File: src/rtl/la_pkg.sv
// Shared types for the logic-analyzer capture core.
// Holds the sample and address widths, the command layout and the
// controller state encoding. Modules refer to these by scoped name.

package la_pkg;

  localparam int mem_depth = 32;                  // sample memory entries

  typedef logic [31:0] sample_t;                  // one probe sample / memory word
  typedef logic [4:0]  addr_t;                    // sample memory address
  typedef logic [31:0] cmd_t;                     // [31:16] read count, [15:0] delay
  typedef logic [16:0] cnt_t;                     // count field, one bit wider

  typedef enum logic [1:0] {
    idle,                                         // capturing, waiting for run
    trig,                                         // armed, counting post-trigger samples
    tx,                                           // fetch next word for readout
    tx_wait                                       // wait for the transmitter
  } ctrl_state_t;

endpackage

File: src/rtl/sample_mem_if.sv
// Connection between the capture controller and the sample memory.
// The controller drives the write strobe, the address and the write data;
// the memory returns the word at the current address.

`timescale 1ns/1ps

interface sample_mem_if;

  logic            we;      // write strobe
  la_pkg::addr_t   addr;    // shared read/write address
  la_pkg::sample_t wdata;   // sample to store
  la_pkg::sample_t rdata;   // word at addr

  modport ctrl (
    output we,
    output addr,
    output wdata,
    input  rdata
  );

  modport mem (
    input  we,
    input  addr,
    input  wdata,
    output rdata
  );

endinterface

File: src/rtl/change_sampler.sv
// Transitional sampler for the probe bus.
// Every time the probe differs from the last captured value, the new value
// is registered and a one-cycle strobe marks it as a fresh sample.
// The captured value holds until the next change.

`timescale 1ns/1ps

module change_sampler (
  input  logic            clk_i,
  input  logic            rst_in,
  input  la_pkg::sample_t probe_i,
  output la_pkg::sample_t smpl_o,
  output logic            stb_o
);

  la_pkg::sample_t last_q;   // last distinct value seen
  logic            stb_q;

  always_ff @(posedge clk_i) begin
    if (!rst_in) begin
      last_q <= '0;          // first nonzero probe counts as a change
      stb_q  <= 1'b0;
    end else begin
      if (probe_i != last_q) begin
        last_q <= probe_i;
        stb_q  <= 1'b1;
      end else begin
        stb_q  <= 1'b0;
      end
    end
  end

  assign smpl_o = last_q;
  assign stb_o  = stb_q;

endmodule

File: src/rtl/la_ctrl.sv
// Capture, trigger and readout controller.
// In idle and trig every sampler strobe is written at a circular pointer.
// A run pulse arms the trigger; after the delay count of further samples
// the controller walks the pointer backwards and hands the read count of
// words, newest first, to the UART transmitter.

`timescale 1ns/1ps

module la_ctrl (
  input  logic               clk_i,
  input  logic               rst_in,
  input  logic               set_cnt_i,
  input  la_pkg::cmd_t       cmd_i,
  input  logic               run_i,
  input  logic               stb_i,
  input  la_pkg::sample_t    smpl_i,
  input  logic               tx_rdy_i,
  output logic               busy_o,
  output logic               tx_stb_o,
  output la_pkg::sample_t    tx_word_o,
  sample_mem_if.ctrl         mem
);

  la_pkg::ctrl_state_t state_q, state_d;
  la_pkg::addr_t       ptr_q, ptr_d;      // next write slot
  la_pkg::cnt_t        cnt_q, cnt_d;      // delay or readout progress
  la_pkg::cnt_t        rd_cnt_q;
  la_pkg::cnt_t        dly_cnt_q;

  always_comb begin
    state_d  = state_q;
    ptr_d    = ptr_q;
    cnt_d    = cnt_q;
    mem.we   = 1'b0;
    mem.addr = ptr_q;
    tx_stb_o = 1'b0;

    case (state_q)
      la_pkg::idle: begin
        if (run_i) begin
          state_d = la_pkg::trig;
          cnt_d   = '0;
        end
        if (stb_i) begin
          mem.we = 1'b1;
          ptr_d  = ptr_q + la_pkg::addr_t'(1);
        end
      end

      la_pkg::trig: begin
        // leaving wins over a same-cycle strobe so the delay stays exact
        if (cnt_q == dly_cnt_q) begin
          state_d = la_pkg::tx;
          cnt_d   = '0;
        end else if (stb_i) begin
          mem.we = 1'b1;
          ptr_d  = ptr_q + la_pkg::addr_t'(1);
          cnt_d  = cnt_q + la_pkg::cnt_t'(1);
        end
      end

      la_pkg::tx: begin
        if (cnt_q == rd_cnt_q) begin
          state_d = la_pkg::idle;
        end else begin
          state_d  = la_pkg::tx_wait;
          cnt_d    = cnt_q + la_pkg::cnt_t'(1);
          ptr_d    = ptr_q - la_pkg::addr_t'(1);
          mem.addr = ptr_q - la_pkg::addr_t'(1); // newest unread word
          tx_stb_o = 1'b1;
        end
      end

      la_pkg::tx_wait: begin
        if (tx_rdy_i) begin
          state_d = la_pkg::tx;
        end
      end

      default: state_d = la_pkg::idle;
    endcase
  end

  always_ff @(posedge clk_i) begin
    if (!rst_in) begin
      state_q <= la_pkg::idle;
      ptr_q   <= '0;
      cnt_q   <= '0;
    end else begin
      state_q <= state_d;
      ptr_q   <= ptr_d;
      cnt_q   <= cnt_d;
    end
  end

  always_ff @(posedge clk_i) begin
    if (!rst_in) begin
      rd_cnt_q  <= la_pkg::cnt_t'(1);
      dly_cnt_q <= la_pkg::cnt_t'(1);
    end else if (set_cnt_i) begin
      rd_cnt_q  <= {1'b0, cmd_i[31:16]};
      dly_cnt_q <= {1'b0, cmd_i[15:0]};
    end
  end

  assign mem.wdata = smpl_i;                // current sample from the sampler
  assign tx_word_o = mem.rdata;
  assign busy_o    = (state_q != la_pkg::idle);

endmodule

File: src/rtl/la_top.sv
// Top level of the logic-analyzer capture core.
// The probe bus is sampled on every change and stored in a circular memory.
// A command sets the post-trigger delay and the read count, run arms the
// trigger, and the captured history is sent back over uart_tx_o.

`timescale 1ns/1ps

module la_top #(
  parameter int CLKS_PER_BIT = 16
) (
  input  logic            clk_i,
  input  logic            rst_in,
  input  la_pkg::sample_t probe_i,
  input  logic            set_cnt_i,
  input  la_pkg::cmd_t    cmd_i,
  input  logic            run_i,
  output logic            busy_o,
  output logic            uart_tx_o
);

  la_pkg::sample_t smpl;
  logic            stb;
  logic            tx_stb;
  la_pkg::sample_t tx_word;
  logic            tx_rdy;

  sample_mem_if mem_if ();

  change_sampler u_sampler (
    .clk_i   (clk_i),
    .rst_in  (rst_in),
    .probe_i (probe_i),
    .smpl_o  (smpl),
    .stb_o   (stb)
  );

  la_ctrl u_ctrl (
    .clk_i     (clk_i),
    .rst_in    (rst_in),
    .set_cnt_i (set_cnt_i),
    .cmd_i     (cmd_i),
    .run_i     (run_i),
    .stb_i     (stb),
    .smpl_i    (smpl),
    .tx_rdy_i  (tx_rdy),
    .busy_o    (busy_o),
    .tx_stb_o  (tx_stb),
    .tx_word_o (tx_word),
    .mem       (mem_if.ctrl)
  );

  sample_ram u_ram (
    .clk_i (clk_i),
    .mem   (mem_if.mem)
  );

  uart_tx #(
    .CLKS_PER_BIT (CLKS_PER_BIT)
  ) u_uart (
    .clk_i  (clk_i),
    .rst_in (rst_in),
    .stb_i  (tx_stb),
    .word_i (tx_word),
    .rdy_o  (tx_rdy),
    .tx_o   (uart_tx_o)
  );

endmodule

File: src/rtl/sample_ram.sv
// Circular sample memory of mem_depth 32-bit words.
// Writes take effect at the clock edge; the read port is combinational so
// the controller can present a word in the same cycle it addresses it.

`timescale 1ns/1ps

module sample_ram (
  input  logic   clk_i,
  sample_mem_if.mem mem
);

  la_pkg::sample_t ram_q [la_pkg::mem_depth];

  always_ff @(posedge clk_i) begin
    if (mem.we) begin
      ram_q[mem.addr] <= mem.wdata;
    end
  end

  assign mem.rdata = ram_q[mem.addr];    // async read

endmodule

File: src/rtl/uart_tx.sv
// UART transmitter for 32-bit words.
// A strobe latches the word, which then goes out as four 8N1 frames,
// least significant byte first. Each bit lasts CLKS_PER_BIT clock cycles.
// rdy_o is high only while the line is idle.

`timescale 1ns/1ps

module uart_tx #(
  parameter int CLKS_PER_BIT = 16
) (
  input  logic            clk_i,
  input  logic            rst_in,
  input  logic            stb_i,
  input  la_pkg::sample_t word_i,
  output logic            rdy_o,
  output logic            tx_o
);

  localparam int clk_w     = (CLKS_PER_BIT > 1) ? $clog2(CLKS_PER_BIT) : 1;
  localparam int last_bit  = 9;                          // stop bit index
  localparam int last_byte = $bits(la_pkg::sample_t) / 8 - 1;

  logic                busy_q;
  logic [clk_w-1:0]    clk_cnt_q;                        // cycles within a bit
  logic [3:0]          bit_idx_q;                        // 0 start, 1..8 data, 9 stop
  logic [1:0]          byte_idx_q;
  logic                tx_q;
  la_pkg::sample_t     word_q;
  logic [7:0]          cur_byte;

  assign cur_byte = word_q[byte_idx_q*8 +: 8];

  always_ff @(posedge clk_i) begin
    if (!busy_q && stb_i) begin
      word_q <= word_i;
    end
  end

  always_ff @(posedge clk_i) begin
    if (!rst_in) begin
      busy_q     <= 1'b0;
      clk_cnt_q  <= '0;
      bit_idx_q  <= '0;
      byte_idx_q <= '0;
      tx_q       <= 1'b1;
    end else if (!busy_q) begin
      if (stb_i) begin
        busy_q     <= 1'b1;
        clk_cnt_q  <= '0;
        bit_idx_q  <= '0;
        byte_idx_q <= '0;
        tx_q       <= 1'b0;                              // start bit of byte 0
      end
    end else if (clk_cnt_q == clk_w'(CLKS_PER_BIT - 1)) begin
      clk_cnt_q <= '0;
      if (bit_idx_q == 4'(last_bit)) begin
        bit_idx_q <= '0;
        if (byte_idx_q == 2'(last_byte)) begin
          busy_q <= 1'b0;                                // line stays high
        end else begin
          byte_idx_q <= byte_idx_q + 2'd1;
          tx_q       <= 1'b0;
        end
      end else begin
        bit_idx_q <= bit_idx_q + 4'd1;
        if (bit_idx_q == 4'(last_bit - 1)) begin
          tx_q <= 1'b1;                                  // stop bit
        end else begin
          tx_q <= cur_byte[bit_idx_q[2:0]];              // lsb first
        end
      end
    end else begin
      clk_cnt_q <= clk_cnt_q + clk_w'(1);
    end
  end

  assign rdy_o = !busy_q;
  assign tx_o  = tx_q;

endmodule
File: config.mk
export PLATFORM = sky130hd
export DESIGN_NAME = la_top
export DESIGN_NICKNAME = d
export VERILOG_FILES = /design/src/rtl/la_pkg.sv /design/src/rtl/sample_mem_if.sv /design/src/rtl/change_sampler.sv /design/src/rtl/la_ctrl.sv /design/src/rtl/la_top.sv /design/src/rtl/sample_ram.sv /design/src/rtl/uart_tx.sv
export SDC_FILE = /design/constraint.sdc
export NUM_CORES = 1
export LEC_CHECK = 0
export BUFFER_PORTS_ARGS = -buffer_cell sky130_fd_sc_hd__buf_2
export CORE_ASPECT_RATIO = 1.5
export CORE_MARGIN = 4
export CORE_UTILIZATION = 40
export CTS_CLUSTER_SIZE = 8
export DETAILED_ROUTE_END_ITERATION = 10
export SYNTH_ARGS = -nofsm -noshare
export SYNTH_HDL_FRONTEND = slang
export SYNTH_HIERARCHICAL = 1
export SYNTH_SLANG_ARGS = --single-unit
File: constraint.sdc
create_clock -name clk_i -period 5.39 [get_ports clk_i]
set_input_delay 0.2695 -clock clk_i [delete_from_list [all_inputs] [get_ports clk_i]]
set_output_delay 0.2695 -clock clk_i [all_outputs]
set_load 0.02 [all_outputs]
==> impl_metrics.json, run 1 <==
{
  "start_util": 0.4021,
  "clockBufferDepth": 3,
  "power_density_nw_per_um2": 401.5,
  "slew_viol_final": 0,
  "finalSetupTns_ns": 0,
  "cts_made_buffers": 163,
  "rsz0062_at_grt": "false",
  "cts_root_buffer": "clkbuf_16",
  "syn-instance-count": 2768,
  "core-area_um2": 114300,
  "cp.arrival_ns": 5.30,
  "crit_start": "u_ctrl/cnt_q[6]$_SDFFE_PN0P_",
  "hp-start": "run_i",
  "dp.cells": 4263,
  "met2_length_um": 60900,
  "r2r_cells": 13,
  "gp_congestion": 0.8378,
  "dr.pass1.iters": 7,
  "numPortBuffers": 69,
  "start_kind": "flop",
  "via_count": 25313,
  "rows": 152,
  "fin_crit_sh": 0.9002,
  "clock.fmax_ghz": 0.2061,
  "ys_seq_area_frac": 0.7339,
  "synthFlopType": "edfxtp_1",
  "clk_pin_slew_ns": 0.05,
  "slew_headroom": 0.1338,
  "drtIter0Drc": 2108,
  "fp.dieH_um": 423.2,
  "wl_um": 116600,
  "worstHoldPathType": "in2reg",
  "dieArea_um2": 120500,
  "grt_use_total": 0.1894,
  "ant_nets": 0,
  "yosysWarnings": 6,
  "grt_pass1_wl_um": 169800,
  "path_class": "reg2reg",
  "fin_skew_ns": 0.02747,
  "min_period_ns": 4.852,
  "ir_worst_vdd_mv": 0.3272,
  "drc": 0,
  "antenna_found_initial": 1,
  "avgSynthCellArea_um2": 16.60,
  "cts_sinks": 1157,
  "layout.nets": 3033,
  "drv_cap": 0,
  "clk_latency_ns": 0.75,
  "syn-num-nets": 2848,
  "tritoncts": "yes",
  "nFillCells": 9613,
  "top_layer_used": "met4",
  "synthArstFlopShare": 0,
  "dp_hpwl_um": 69660,
  "area_delta_synth_final_pct": 16.27,
  "viasPerCell": 5.554,
  "final_cells": 4558,
  "hold_viol": 0,
  "cp_max_fo": 32,
  "worst_pin_slew_ns": 1.298,
  "layout-drive-gt1-share": 0.1415,
  "crit-reg2reg-launch": "u_ctrl/cnt_q[6]$_SDFFE_PN0P_",
  "h-tree-depth": 4,
  "grt_pass1_vias": 26178,
  "reg2reg_slack_ns": 0.54,
  "critPathCaptureType": "flop",
  "drt-wirelength-per-cell_um": 25.59,
  "dr_wl_met3_um": 6463,
  "fp.dieW_um": 284.8,
  "hold_depth": 4,
  "overflow": 0,
  "holdPathEnd": "u_ctrl/state_q[0]$_SDFFE_PN0P_",
  "synth_edf_count": 1056,
  "netlist_area_um2": 45960,
  "ioPinCount": 70,
  "ys_types": 74,
  "cp_data_required_time_ns": 5.83,
  "status": "finished, final reports clean",
  "met1_length_um": 44490,
  "worstReg2RegEnd": "u_uart/word_q[6]$_DFFE_PP_",
  "finalPower_uw": 21450,
  "setup_viol": 0,
  "synth_seq_cells": 1157,
  "p_leak_uw": 0.01746,
  "grt_max_degree": 134
}
==> cells by family (layout without fill, tap and decap cells) <==
logic type	after synthesis	count (layout)	share of synthesized area
XOR/XNOR	67	67	0.01293
other	0	1	0
AND/OR/NAND/NOR	371	371	0.04473
flip-flops	1157	1157	0.7339
adder cells (fa/ha/maj)	12	12	0.003267
buffers and inverters	243	492	0.03082
multiplexers	559	559	0.1231
AO/OA/AOI/OAI	359	359	0.05121
==> cells in the mapped netlist, types with 27 or more instances <==
library cell / count / area [µm²]
edfxtp_1: 1056 / 31710
mux2i_1: 553 / 5535
o22ai_1: 264 / 1652
buf_2: 101 / 505.5
dfxtp_1: 101 / 2022
nor2_1: 74 / 277.8
nor4_1: 73 / 456.7
buf_4: 68 / 510.5
nand2_1: 68 / 255.2
xnor2_1: 39 / 341.6
and2_1: 37 / 231.5
clkbuf_1: 30 / 112.6
xor2_1: 27 / 236.5
==> power breakdown <==
group          internal (µW)  switching, µW  leakage, µW  total (µW)
Sequential             10000            137       0.0105       10200
Combinational            870           1350      0.00481        2220
Clock                   5510           3560      0.00216        9070
Total                  16400           5050       0.0175       21500
==> worst max-delay path by stage <==
stage	cells past startpoint	to	slack, ns
floorplan	13	u_ram/ram_q[27][0]$_DFFE_PP_	0.19
global placement	12	u_uart/word_q[21]$_DFFE_PP_	0.87
detailed placement	12	u_uart/word_q[6]$_DFFE_PP_	0.66
CTS	13	u_uart/word_q[6]$_DFFE_PP_	0.58
global route	12	u_uart/word_q[17]$_DFFE_PP_	0.32
finish	13	u_uart/word_q[6]$_DFFE_PP_	0.54
==> cell usage in the layout (no fill, tap or decap), drive strengths merged, types with 16 or more instances in the layout <==
master	n
nor4	75
nand2	68
nand3	19
a211oi	16
edfxtp	1056
buf	179
clkbuf	216
dfxtp	101
nor2	74
o22ai	265
mux2i	553
xnor2	39
xor2	28
nand4	20
inv	25
dlygate4sd3	65
o21ai	18
a21oi	17
and2	37
==> final cells by class <==
cell class,count,area (µm²),area share
Antenna cell,1,2.502,0.00004683
Clock buffer,216,4320,0.08085
Clock inverter,13,152.6,0.002856
Inverter,19,71.32,0.001335
Multi-Input combinational cell,1368,11100,0.2077
Sequential cell,1157,33730,0.6312
Tap cell,1540,1927,0.03606
Timing Repair Buffer,244,2135,0.03994
==> metal layers <==
metal  GRT usage  vias to the layer above
li1            -                    11240
met1      0.2202                    12942
met2      0.3442                      879
met3     0.03349                      252
met4     0.07880                        0
met5           0                        -
==> metrics by stage <==
step,util,worst slack [ns],hold slack (ns),cell area (µm²)
2_1_floorplan,-,0.1926,0.3912,45960
3_3_place_gp,0.4227,0.8729,0.4841,48310
3_5_place_dp,0.4227,0.6601,0.4925,48310
4_1_cts,0.4675,0.5845,0.06615,53440
5_1_grt,0.4675,0.3215,0.1155,53440
6_report,0.4675,0.5377,0.1272,53440
==> sequential cells by signal, indices dropped and copies added (netlist names), 4 cells and up <==
signal	flops
u_uart/clk_cnt_q	4
u_uart/word_q	32
u_ctrl/cnt_q	17
u_ctrl/ptr_q	5
u_uart/bit_idx_q	4
u_ctrl/rd_cnt_q	16
u_ram/ram_q	1024
u_ctrl/dly_cnt_q	16
u_sampler/smpl_o	32
==> critical path: stages, from the launching register on <==
cell	delay [ns]
dfxtp_1	0.47
xor2_1	0.13
nor4_2	0.43
nand4_2	0.32
o21ai_2	0.39
inv_2	0.17
and3_1	0.21
xor2_1	0.70
buf_4	0.33
nand4b_1	0.13
buf_4	0.44
o22ai_1	0.19
nor4_1	0.47
nand2_1	0.14
==> what timing repair did <==
action / in CTS / in global routing
resized for setup: 0 / 0
setup buffers: 0 / 0
endpoints found under the setup margin: 0 / 0
hold buffers: 65 / 0
endpoints found under the hold margin: 64 / 0
Note: power is estimated with default switching activity, not from simulation.
==> run 2: changes to the inputs <==
--- a/config.mk
+++ b/config.mk
@@ -13,5 +13,4 @@
 export DETAILED_ROUTE_END_ITERATION = 10
 export SYNTH_ARGS = -nofsm -noshare
 export SYNTH_HDL_FRONTEND = slang
-export SYNTH_HIERARCHICAL = 1
 export SYNTH_SLANG_ARGS = --single-unit
==> impl_metrics.json, run 2 <==
{
  "grt_pass1_vias": 34202,
  "grt_max_degree": 143,
  "drt-wirelength-per-cell_um": 32.09,
  "h-tree-depth": 4,
  "start_kind": "flop",
  "tritoncts": "yes",
  "drtIter0Drc": 4992,
  "hold_slack_ns": 0.1582,
  "worstHoldPathType": "in2reg",
  "cp_data_required_time_ns": 5.89,
  "synthFlopType": "edfxtp_1",
  "syn-num-nets": 3528,
  "netlist_area_um2": 49900,
  "ys_top_cells_by_area": "edfxtp_1 (64%), a221o_1 (6.0%), dfxtp_1 (4.1%), mux2i_1 (2.7%), a221oi_1 (2.5%)",
  "antenna_found_initial": 2,
  "status": "finished, final reports clean",
  "p_leak_uw": 0.01837,
  "r2r_cells": 10,
  "clk_latency_ns": 0.79,
  "viasPerCell": 6.753,
  "cts_setup_buffers": 0,
  "gp_congestion": 0.8655,
  "synth.most_common_cell": "edfxtp_1",
  "largest_register_ffs": 1024,
  "fin_util": 0.4666,
  "path_class": "reg2reg",
  "grt_pass1_wl_um": 238200,
  "yosysWarnings": 0,
  "dp_hpwl_um": 96310,
  "synth_area_leader_cell": "edfxtp_1",
  "clockBufferDepth": 3,
  "clk_pin_slew_ns": 0.05,
  "crit_slowest_cell": "a21oi_4",
  "dr.pass1.iters": 10,
  "dieArea_um2": 130600,
  "layout.nets": 3633,
  "cts-resized-gates": 0,
  "ant_nets": 0,
  "wl_um": 167200,
  "cts_made_buffers": 162,
  "rows": 158,
  "via_count": 35177,
  "synth_edf_count": 1056,
  "synthArstFlopShare": 0,
  "final_cell_mix": "edfxtp_1 (1,056), a221o_1 (299), nand3_1 (189)",
  "ioPinCount": 70,
  "numPortBuffers": 69,
  "layout-drive-gt1-share": 0.1414,
  "slew_viol_final": 0,
  "hold_depth": 3,
  "power_density_nw_per_um2": 398.2,
  "start_util": 0.4033,
  "hold_viol": 0,
  "synth_seq_cells": 1157,
  "core-area_um2": 123800,
  "setup_viol": 0,
  "cts_sinks": 1157,
  "regMostFlops": "u_ram.ram_q",
  "area_delta_synth_final_pct": 15.71,
  "synth_top_area_frac": 0.6354,
  "crit_chain": "xnor2_1, nand4_1, nor3_4, a21oi_2, mux2_2, nor2_1, a21oi_4, buf_4, o221ai_1, or4_1",
  "cp_max_fo": 20,
  "cts_root_buffer": "clkbuf_16",
  "cp_slowest_stage_delay_ns": 0.78,
  "drv_cap": 0,
  "fp.dieH_um": 440.6,
  "worst_pin_slew_ns": 1.429,
  "slew_headroom": 0.04578,
  "avgSynthCellArea_um2": 14.48,
  "cp.arrival_ns": 4.89,
  "ys_seq_area_frac": 0.6759,
  "rsz0062_at_grt": "false",
  "drc": 0,
  "ys_types": 71,
  "clock.fmax_ghz": 0.2277,
  "fp.dieW_um": 296.4,
  "critPathCaptureType": "flop",
  "fin_crit_sh": 0.8149,
  "fin_skew_ns": 0.03640,
  "min_period_ns": 4.392,
  "ir_worst_vdd_mv": 0.3274,
  "synthTopCellsByCount": "edfxtp_1 (1,056), a221o_1 (299), clkbuf_1 (238)",
  "final_common_cell": "edfxtp_1",
  "overflow": 0,
  "syn-instance-count": 3447,
  "grt_use_total": 0.2501
}
==> run 2: area by class of cell <==
type                            count  area, µm²
Inverter                           10      45.04
Antenna cell                        1      2.502
Multi-Input combinational cell   1947      15180
Clock inverter                     10      140.1
Clock buffer                      210       4340
Timing Repair Buffer              274       2270
Sequential cell                  1157      33760
Fill cell                       10542      66010
Tap cell                         1600       2002
==> run 2: metal layers <==
metal / wire length (µm) / part of all wire / up-vias / global-route usage
met2: 84580 / 0.51 / 2075 / 0.4357
met5: 12 / 0.000072 / - / 0
met3: 14190 / 0.085 / 477 / 0.04829
met4: 10520 / 0.063 / 2 / 0.1384
li1: - / - / 14700 / -
met1: 57860 / 0.35 / 17923 / 0.2887
==> run 2: report_power, final <==
part | total [µW] | switching [µW] | internal (µW)
logic | 3530 | 2270 | 1260
clock network | 9220 | 3680 | 5540
registers | 10200 | 220 | 10000
==> run 2: path summary, 6_finish.rpt <==
| check | startpoint | endpoint | slack, ns |
|---|---|---|---|
| hold / removal | rst_in | u_ctrl.rd_cnt_q[0]$_SDFFE_PN1P_ | 0.16 |
| setup / recovery | u_ctrl.cnt_q[0]$_SDFFE_PN0P_ | u_uart.word_q[30]$_DFFE_PP_ | 1.0 |
| setup reg to reg | u_ctrl.cnt_q[0]$_SDFFE_PN0P_ | u_uart.word_q[30]$_DFFE_PP_ | 1.0 |
| hold reg to reg | u_uart.tx_o$_SDFFE_PN1P_ | u_uart.tx_o$_SDFFE_PN1P_ | 0.51 |
==> run 2: cell families after synthesis <==
kind of cell    Yosys count  share of synthesized area
compound gates         1097                     0.1767
buf+inv                 343                    0.02775
fa+ha+maj                13                   0.003259
mux                     174                    0.03846
simple gates            583                    0.06356
xor+xnor                 80                    0.01434
flops                  1157                     0.6759
==> run 2: stage by stage <==
stage	setup WS, ns	total power (µW)	instances	TNS (ns)	instance area, µm²
after global placement	1.064	13830	4924	0	52620
final	0.9976	22990	5209	0	57740
after CTS	0.9981	23070	5208	0	57740
after global routing	0.7971	23670	5209	0	57740
after detailed placement	1.041	13860	4924	0	52620
after floorplan	-0.7439	12520	3447	-284.22	49960
==> run 2: repair_timing <==
action / CTS / global route
endpoints found under the hold margin: 64 / 0
setup endpoints to repair: 0 / 0
hold buffers: 64 / 0
==> run 2: critical path: cells and delay by family (launching register included) <==
family / cells / cell delay [ns]
compound gates: 3 / 1.20
mux: 1 / 0.32
flops: 1 / 0.51
xor+xnor: 1 / 0.18
simple gates: 4 / 1.39
buf+inv: 1 / 0.47
